**src/rtl/bpu_pkg.sv**
```systemverilog
`default_nettype none

package bpu_pkg;

    typedef logic [31:0] u32_t;

    // low pc bits dropped before indexing.
    localparam int INST_ALIGN_WID = 2;

    // 2-bit saturating branch counter.
    typedef enum logic [1:0] {
        CTR_STRONG_NT = 2'b00,
        CTR_WEAK_NT   = 2'b01,
        CTR_WEAK_T    = 2'b10,
        CTR_STRONG_T  = 2'b11
    } ctr_t;

    // resolved branch from execute.
    typedef struct packed {
        logic valid;
        u32_t pc;
        logic taken;
        u32_t target;
    } br_resolved_t;

    // bad prediction report from fetch stage 2.
    typedef struct packed {
        logic valid;
        u32_t pc;
    } btb_invalid_t;

    // prediction returned to fetch stage 1.
    typedef struct packed {
        logic valid;
        u32_t npc;
    } btb_predict_t;

    // full word address as tag, independent of the index width.
    typedef struct packed {
        logic [31:INST_ALIGN_WID] tag;
        u32_t                     target;
    } btb_entry_t;

endpackage

`default_nettype wire
```
**src/rtl/branch_predictor_top.sv**
```systemverilog
`timescale 1ns/1ps
`default_nettype none

module branch_predictor_top #(
    // 16 btb entries.
    parameter int BTB_IDX_WID = 4,
    parameter int HIST_LEN = 2
) (
    input  logic                   clk,
    input  logic                   reset,
    input  logic                   stall,

    input  bpu_pkg::u32_t          pc,
    output bpu_pkg::btb_predict_t  predict,

    input  bpu_pkg::btb_invalid_t  btb_invalid,
    input  bpu_pkg::br_resolved_t  ex_resolved
);

    bpu #(
        .BTB_IDX_WID (BTB_IDX_WID),
        .HIST_LEN    (HIST_LEN)
    ) u_bpu (
        .clk         (clk),
        .reset       (reset),
        .stall       (stall),
        .pc          (pc),
        .predict     (predict),
        .btb_invalid (btb_invalid),
        .ex_resolved (ex_resolved)
    );

endmodule

`default_nettype wire

```
**src/rtl/bpu.sv**
```systemverilog
`timescale 1ns/1ps
`default_nettype none

module bpu #(
    parameter int BTB_IDX_WID = 4,
    parameter int HIST_LEN = 2
) (
    input  logic                   clk,
    input  logic                   reset,
    input  logic                   stall,

    // fetch stage 1.
    input  bpu_pkg::u32_t          pc,
    output bpu_pkg::btb_predict_t  predict,

    // fetch stage 2.
    input  bpu_pkg::btb_invalid_t  btb_invalid,

    // execute.
    input  bpu_pkg::br_resolved_t  ex_resolved
);

    import bpu_pkg::*;

    localparam int PHT_IDX_WID = BTB_IDX_WID + HIST_LEN;
    localparam int PHT_DEPTH = (2 ** BTB_IDX_WID) * (2 ** HIST_LEN);

    logic [HIST_LEN-1:0]    ghr;
    logic [PHT_IDX_WID-1:0] pht_wr_idx;
    logic [PHT_IDX_WID-1:0] pht_lookup_idx;

    ctr_t ctr_old;
    ctr_t ctr_next;
    ctr_t ctr_lookup;

    u32_t target_pc;
    logic target_valid;

    // global history, updated at resolve only.
    always_ff @(posedge clk) begin
        if (reset) begin
            ghr <= '0;
        end else if (ex_resolved.valid) begin
            ghr <= (ghr << 1) | HIST_LEN'(ex_resolved.taken);
        end
    end

    assign pht_wr_idx     = {ex_resolved.pc[INST_ALIGN_WID +: BTB_IDX_WID], ghr};
    assign pht_lookup_idx = {pc[INST_ALIGN_WID +: BTB_IDX_WID], ghr};

    // saturating counter step.
    always_comb begin
        ctr_next = ctr_old;
        if (ex_resolved.taken) begin
            if (ctr_old != CTR_STRONG_T) begin
                ctr_next = ctr_t'(ctr_old + 2'd1);
            end
        end else begin
            if (ctr_old != CTR_STRONG_NT) begin
                ctr_next = ctr_t'(ctr_old - 2'd1);
            end
        end
    end

    dual_port_ram #(
        .data_t (ctr_t),
        .DEPTH  (PHT_DEPTH),
        .INIT   (CTR_WEAK_NT)
    ) u_pht (
        .clk   (clk),
        .wen   (ex_resolved.valid),
        .waddr (pht_wr_idx),
        .wdata (ctr_next),
        .wq    (ctr_old),
        .ren   (~stall),
        .raddr (pht_lookup_idx),
        .rq    (ctr_lookup)
    );

    btb #(
        .BTB_IDX_WID (BTB_IDX_WID)
    ) u_btb (
        .clk          (clk),
        .reset        (reset),
        .stall        (stall),
        .pc           (pc),
        .btb_invalid  (btb_invalid),
        .ex_resolved  (ex_resolved),
        .target_pc    (target_pc),
        .target_valid (target_valid)
    );

    assign predict.valid = target_valid & (ctr_lookup inside {CTR_WEAK_T, CTR_STRONG_T});
    assign predict.npc   = target_pc;

    resolve_valid_known: assert property (
        @(posedge clk) disable iff (reset) !$isunknown(ex_resolved.valid)
    ) else $error("ex_resolved.valid is unknown");

endmodule

`default_nettype wire

```
**src/rtl/btb.sv**
```systemverilog
`timescale 1ns/1ps
`default_nettype none

module btb #(
    parameter int BTB_IDX_WID = 4
) (
    input  logic                   clk,
    input  logic                   reset,
    input  logic                   stall,

    // lookup from fetch stage 1.
    input  bpu_pkg::u32_t          pc,

    // invalidate from fetch stage 2.
    input  bpu_pkg::btb_invalid_t  btb_invalid,

    // resolve from execute.
    input  bpu_pkg::br_resolved_t  ex_resolved,

    output bpu_pkg::u32_t          target_pc,
    output logic                   target_valid
);

    import bpu_pkg::*;

    localparam int BTB_SIZE = 2 ** BTB_IDX_WID;

    logic [BTB_IDX_WID-1:0] rd_idx;
    logic [BTB_IDX_WID-1:0] wr_idx;
    logic [BTB_IDX_WID-1:0] inv_idx;

    logic       btb_wen;
    btb_entry_t wr_entry;
    btb_entry_t rd_entry;

    logic [BTB_SIZE-1:0]     valid_q;
    logic                    lookup_valid_q;
    logic [31:INST_ALIGN_WID] lookup_word_q;

    assign rd_idx  = pc[INST_ALIGN_WID +: BTB_IDX_WID];
    assign wr_idx  = ex_resolved.pc[INST_ALIGN_WID +: BTB_IDX_WID];
    assign inv_idx = btb_invalid.pc[INST_ALIGN_WID +: BTB_IDX_WID];

    // only taken branches allocate.
    assign btb_wen         = ex_resolved.valid & ex_resolved.taken;
    assign wr_entry.tag    = ex_resolved.pc[31:INST_ALIGN_WID];
    assign wr_entry.target = ex_resolved.target;

    dual_port_ram #(
        .data_t (btb_entry_t),
        .DEPTH  (BTB_SIZE),
        .INIT   (btb_entry_t'(0))
    ) u_btb_ram (
        .clk   (clk),
        .wen   (btb_wen),
        .waddr (wr_idx),
        .wdata (wr_entry),
        .wq    (),
        .ren   (~stall),
        .raddr (rd_idx),
        .rq    (rd_entry)
    );

    // a set after a clear on the same index leaves it valid.
    always_ff @(posedge clk) begin
        if (reset) begin
            valid_q <= '0;
        end else begin
            if (btb_invalid.valid) begin
                valid_q[inv_idx] <= 1'b0;
            end
            if (btb_wen) begin
                valid_q[wr_idx] <= 1'b1;
            end
        end
    end

    // lookup stage, frozen by stall.
    always_ff @(posedge clk) begin
        if (reset) begin
            lookup_valid_q <= 1'b0;
        end else if (!stall) begin
            lookup_valid_q <= valid_q[rd_idx];
        end
    end

    always_ff @(posedge clk) begin
        if (!stall) begin
            lookup_word_q <= pc[31:INST_ALIGN_WID];
        end
    end

    assign target_valid = lookup_valid_q & (rd_entry.tag == lookup_word_q);
    assign target_pc    = rd_entry.target;

    no_hit_after_reset: assert property (
        @(posedge clk) reset |=> !target_valid
    ) else $error("btb reports a hit right after reset");

endmodule

`default_nettype wire

```
**src/rtl/dual_port_ram.sv**
```systemverilog
`timescale 1ns/1ps
`default_nettype none

module dual_port_ram #(
    parameter type data_t = logic [31:0],
    parameter int DEPTH = 16,
    parameter data_t INIT = data_t'(0),
    localparam int AW = (DEPTH > 1) ? $clog2(DEPTH) : 1
) (
    input  logic          clk,

    // write port with asynchronous read of the same address.
    input  logic          wen,
    input  logic [AW-1:0] waddr,
    input  data_t         wdata,
    output data_t         wq,

    // registered lookup port.
    input  logic          ren,
    input  logic [AW-1:0] raddr,
    output data_t         rq
);

    data_t mem [DEPTH] = '{default: INIT};

    always_ff @(posedge clk) begin
        if (wen) begin
            mem[waddr] <= wdata;
        end
    end

    assign wq = mem[waddr];

    // holds the last lookup while ren is low.
    always_ff @(posedge clk) begin
        if (ren) begin
            rq <= mem[raddr];
        end
    end

    waddr_in_range: assert property (
        @(posedge clk) wen |-> (int'(waddr) < DEPTH)
    ) else $error("dual_port_ram write address %0d out of range", waddr);

endmodule

`default_nettype wire

```
**config.mk**
```make
export PLATFORM = sky130hd
export DESIGN_NAME = branch_predictor_top
export DESIGN_NICKNAME = d
export VERILOG_FILES = /design/src/rtl/bpu_pkg.sv /design/src/rtl/branch_predictor_top.sv /design/src/rtl/bpu.sv /design/src/rtl/btb.sv /design/src/rtl/dual_port_ram.sv
export SDC_FILE = /design/constraint.sdc
export NUM_CORES = 1
export LEC_CHECK = 0
export BUFFER_PORTS_ARGS = -buffer_cell sky130_fd_sc_hd__buf_4
export CAP_MARGIN = 20
export CORE_UTILIZATION = 55
export DETAILED_ROUTE_END_ITERATION = 6
export GPL_TIMING_DRIVEN = 0
export PLACE_DENSITY = 0.73
export SLEW_MARGIN = 30
export SYNTH_ARGS = -nofsm -noshare
export SYNTH_HDL_FRONTEND = slang
export SYNTH_SLANG_ARGS = --single-unit
```
**constraint.sdc**
```tcl
create_clock -name clk -period 5.4 [get_ports clk]
set_input_delay 0.54 -clock clk [delete_from_list [all_inputs] [get_ports clk]]
set_output_delay 0.54 -clock clk [all_outputs]
set_load 0.005 [all_outputs]
```
After elaboration in Yosys (flattened, before gate mapping). Memory sizes are Yosys's and may differ from the RTL's. A register that Yosys moved wholly into a read port is not among the register bits. Index checks and enable logic that the tools add are counted.

Flip-flop bits (word level): 49. Bits in latches: 0. Bits in writable memories: 1120. Bits in read-only memories: 0. Output and inout bits: 33. Word-level logic and storage cells: 46. Memories kept: 2.

Memories: u_bpu.u_btb.u_btb_ram.mem (words 16, width 62, rd ports 1, clocked after Yosys merged registers in 1, wr ports 1, line dual_port_ram.sv:24) `data_t mem [DEPTH] = '{default: INIT};`; u_bpu.u_pht.mem (words 64, width 2, rd ports 2, clocked after Yosys merged registers in 1, wr ports 1, line dual_port_ram.sv:24).

$add $sub $neg: 2. Multipliers: 0. Div/mod/pow operators: 0. Magnitude comparators: 5. Equality and inequality tests: 4. Shift operators: 0. Multiplexer cells: 16. Bitwise logic cells: 7. Reductions and logical operators: 6.

Operators by type and width (count): 16-bit 2-to-1 mux (3); 30-bit equality test (1); 16-bit AND (1); 16-bit inverter (1); 16-bit bitwise OR (1); 4-bit by 5-bit < comparator with 1-bit output (second input constant) (3); 1-bit demux with 4-bit select (2); 4-bit by 1-bit >= comparator with 1-bit output (second input constant) (2); 1-bit 2-to-1 mux (7); 2-bit 2-to-1 mux (3); 1-bit binary-select mux with 4-bit select (1); 2-bit equality test (second input constant) (2); 2-bit nonzero test (2); 1-bit AND (3); 2-bit by 1-bit adder with 2-bit output (second input constant) (1); 1-bit logical AND (2); 1-bit zero test (2); 2-bit inequality test (second input constant) (1); 2-bit by 1-bit bitwise OR with 2-bit output (1); 2-bit by 1-bit subtractor with 2-bit output (second input constant) (1).

Longest topological paths before layout.
Depth after elaboration: 10. Depth in mapped cells: 7. Mapped depth without buffers: 5.

Modules after synthesis. From an unflattened synthesis, not the netlist that was laid out.

Cells, all modules: 2744. Area, all modules: 54915.2 sq um.

By module, submodules not included: dual_port_ram at u_bpu.u_btb.u_btb_ram (instances 1, cells each 2120, area an instance 46148.0 sq um); dual_port_ram at u_bpu.u_pht (instances 1, cells each 440, area an instance 6582.6 sq um); btb (instances 1, cells each 173, area an instance 2082.0 sq um); bpu (instances 1, cells each 11, area an instance 102.6 sq um).

Worst setup path before layout. OpenSTA, ideal clock, no wires.

Path kind: input port to flip-flop. From: input port ex_resolved[65] (netlist bit). To: memory u_bpu.u_btb.u_btb_ram.mem[13][0] (netlist bit) (enable). Arrival time: 3.574 ns. Slack: 1.342 ns. Cell stages on the path: 3. Path buffers: 1. Cell sequence: clkbuf_1 -> nand4_1 -> nor2_1.

Word-level cells in the longest chain between the ends: 3.

Ends and longest elaborated chain: start: declaration (line branch_predictor_top.sv:17) `input bpu_pkg::br_resolved_t ex_resolved`; 1-bit AND (line btb.sv:45) `assign btb_wen = ex_resolved.valid & ex_resolved.taken;`; 1-bit 2-to-1 mux (line dual_port_ram.sv:27) `if (wen) begin`; 1-bit 2-to-1 mux (implied by the code) (line dual_port_ram.sv:28) `mem[waddr] <= wdata;`; end: declaration (line dual_port_ram.sv:24).

No other way between the ends.

Worst setup path after layout.
From: register u_bpu.ghr[1]. To: memory u_bpu.u_pht.mem[62][0] (netlist bit) (data pin).

Word-level cells in the longest chain between the ends: 4. Elaborated cells on any way between the ends: 8. Classes of those cells: 2 x add/sub; 1 x eq/ne; 3 x mux; 1 x reduce/logical; 1 x memory.

Ends and longest elaborated chain: start: declaration (line bpu.sv:28) `logic [HIST_LEN-1:0] ghr;`; start signal: assignment (line bpu.sv:44) `ghr <= (ghr << 1) | HIST_LEN'(ex_resolved.taken);`; memory 64 x 2 bit (*); 2-bit by 1-bit subtractor with 2-bit output (tied with other cells) (line bpu.sv:60) `ctr_next = ctr_t'(ctr_old - 2'd1);`; 2-bit 2-to-1 mux (on tied branches) (line bpu.sv:59, bpu.sv:55); 2-bit 2-to-1 mux (*) (line bpu.sv:54) `if (ex_resolved.taken) begin`; via u_bpu.ctr_next[0] (line bpu.sv:33) `ctr_t ctr_next;`; end: declaration (line dual_port_ram.sv:24).

Mark *: on every way through the listed nets, which the timed path passes. The rest lies on a longest branch.

==> summary.md <==
| Metric | Value |
|---|---|
| Largest net degree at the start of global routing | 65 |
| P&R area growth vs syn | 14.7% |
| Vias in the first global route | 23260 |
| CP arrival | 4.19 ns |
| Final WL | 110000 um |
| Final Critical Period | 3.79 ns |
| MaxCap Viol Count | 0 |
| Worst Setup End Kind | register |
| Grt ovf | 0 |
| Top cells by count, synth | edfxtp_1, mux4_2, nor2_1, clkbuf_1, nand2_1 |
| CTS resizes | 0 |
| DRC | 0 |
| Vias/cell | 6.35 |
| Synth unique cells | 36 |
| Ports | 167 |
| Cell taking the most area after synthesis | edfxtp_1 |
| Crit path max-delay family | buffers and inverters |
| DIE WIDTH | 294 um |
| Vias | 22196 |
| Util after Layout | 64.0% |
| Cts hold-fix bufs | 13 |
| Final Hold Viols | 0 |
| Placed cell area | 0.0499 mm^2 |
| Rel. slew slack | 32.0% |
| HPWL Detailed | 61700 um |
| Hold Crit Class | input pin to register |
| Buffers on Ports | 133 |
| Share of layout cells above drive strength 1 | 32.6% |
| H-tree depth | 3 |
| Postcts setup bufs | 0 |
| Top-count cell post-synth | edfxtp_1 |
| Starting Density | 55.7% |
| CTS Buf Count | 116 |
| TritonCTS clock tree | yes |
| Skew-Pair Late Insertion Delay | 0.69 ns |
| Total negative slack | 0 ns |
| Post-Syn Area | 0.0468 mm^2 |
| Syn_nets | 2111 |
| Total global-route track usage | 25.9% |
| Mean Syn Cell Area | 23.7 um^2 |
| Gate Count Post-Synth | 1977 |
| CTS root buffer | clkbuf_16 |
| Required @ worst endpoint | 5.80 ns |
| Max Fanout on Critical Path | 36 |
| Initial antenna violation count | 9 |
| Post-route cell area | 0.0537 mm^2 |
| Avg WL per Cell | 31.4 um |
| Async S/R FF share, synth | 0% |
| Startpoint types | register |
| Post-synth top area share | 77.8% |
| Final hold slack | 0.0336 ns |
| Routability cong. | 0.833 |
| Post-synth EDFFs | 1213 |
| Layout Nets | 2396 |
| Setup Crit Path Kind | register to register |
| Reg clk slew, reported paths | 0.06 ns |
| Area contributors post-synth | edfxtp_1, mux4_2, dfxtp_1 |
| FF+latch count, synth | 1232 |
| Synth warn | 0 |
| First-pass GRT wire length | 157000 um |
| Antenna Nets Post-Route | 0 |
| Drt pass-1 iters | 5 |
| Pwr/cell area | 366 mW/mm^2 |
| Ys flop type | edfxtp_1 |
| Clock sinks | 1232 |
| Max-slew violations | 0 |
| FMAX | 264 MHz |
| Status | finished, final reports clean |
| Peak supply drop | 0.000302 V |
| Sequential element share of the synthesized area | 78.6% |
| CP max-delay cell | clkbuf_1 |
| Rows | 106 |
| Setup-failing EPs final | 0 |
| Pleak | 16.9 nW |
| Clk_skew | 0.0283 ns |
| Worst path max stage delay | 0.62 ns |
| Worst path cell trace | clkbuf_1, clkbuf_1, mux4_2, a22oi_1, a21oi_1, or4_4, maj3_2, buf_16 |
| CP dominant cell by count | clkbuf_1 |
| Die H | 294 um |
| Die area | 0.0863 mm^2 |
| Tot Pwr | 0.0197 W |
| Buffers & Inverters on Critical Path | 3 |
| 1st-iter DRT viols | 2806 |
| Tcrit/Tclk final | 70.1% |
| RSZ-0062 raised after global routing | no |
| Tightest Pin Transition | 1.02 ns |
| CTS Buffer Depth | 3 |
| Core Footprint | 0.0840 mm^2 |
layout by cell type, fill, tap and decap left out, types with 8 or more instances in the layout:
master,count
nor2_1,66
a22oi_1,14
clkbuf_16,117
nor4_1,8
bufinv_16,8
xor2_1,14
inv_6,16
dlygate4sd3_1,13
clkinv_1,25
a21oi_1,24
nand2_1,34
edfxtp_1,1213
nand2b_1,11
dfxtp_1,19
buf_2,23
buf_4,165
buf_16,21
xnor2_1,16
clkbuf_2,11
nand3_1,9
mux4_2,350
o21ai_0,15
clkbuf_1,72
nor2b_1,9
clkinv_2,30
report_power, final:
group	switching, W	internal [W]	total (W)
Sequential	0.0000629	0.0107	0.0108
Clock	0.00349	0.00436	0.00785
Combinational	0.000583	0.000466	0.00105
Total	0.00413	0.0155	0.0197
worst register-to-register path: stages, from the launching register on:
cell	delay [ns]
dfxtp_1	0.36
clkbuf_1	0.62
clkbuf_1	0.48
mux4_2	0.44
a22oi_1	0.21
a21oi_1	0.11
or4_4	0.44
maj3_2	0.56
buf_16	0.27
worst paths after layout:
check | from | end | slack (ns) | cells after the start
max | u_bpu.ghr[1] | u_bpu.u_pht.mem[62][0] | 1.61 | 8
min | pc[14] | u_bpu.u_btb.lookup_word_q[14] | 0.03 | 1
max reg2reg | u_bpu.ghr[1] | u_bpu.u_pht.mem[62][0] | 1.61 | 8
min reg2reg | u_bpu.u_btb.lookup_valid_q | u_bpu.u_btb.lookup_valid_q | 0.46 | 2
layer usage:
metal	global-route usage [%]	up-vias	wire length, um	part of all wire (%)
li1	-	8949	-	-
met1	34.3	11769	40600	37
met2	43.6	1235	56400	51
met3	4.95	229	9650	8.8
met4	8.45	14	3180	2.9
met5	0	-	94	0.086
per-stage QoR:
| step | std cells | worst slack, ns |
|---|---|---|
| after floorplan | 1977 | 1.34 |
| after detailed placement | 3265 | 1.28 |
| after CTS | 3492 | 1.60 |
| after global routing | 3493 | 1.55 |
| final | 3494 | 1.61 |
| after global placement | 3244 | -2.82 |
area by class of cell:
type,count,area [um^2]
Antenna cell,2,5.00
Buffer,128,674
Clock buffer,136,3010
Clock inverter,78,633
Fill cell,5336,30200
Inverter,16,143
Multi-Input combinational cell,601,9310
Sequential cell,1232,36800
Tap cell,1134,1420
Timing Repair Buffer,167,1710
cell families after synthesis:
kind of cell               share of synthesized area (%)
muxes                                               17.0
buffers and inverters                               1.49
and+or+nand+nor                                     1.56
AOI/OAI and AO/OA                                  0.727
xor gates and xnor gates                           0.561
adders and majority gates                         0.0454
DFF                                                 78.6
flip-flops by register name, indices dropped and copies added, names as in the netlist:
signal and count:
u_bpu.u_btb.u_btb_ram.mem 992, u_bpu.ghr 2, u_bpu.u_btb.lookup_word_q 30, u_bpu.u_btb.u_btb_ram.rq 62, u_bpu.u_pht.rq 1, u_bpu.u_btb.valid_q 16, u_bpu.u_pht.mem 128, u_bpu.u_btb.lookup_valid_q 1
Power figures use the tool's default switching activity.
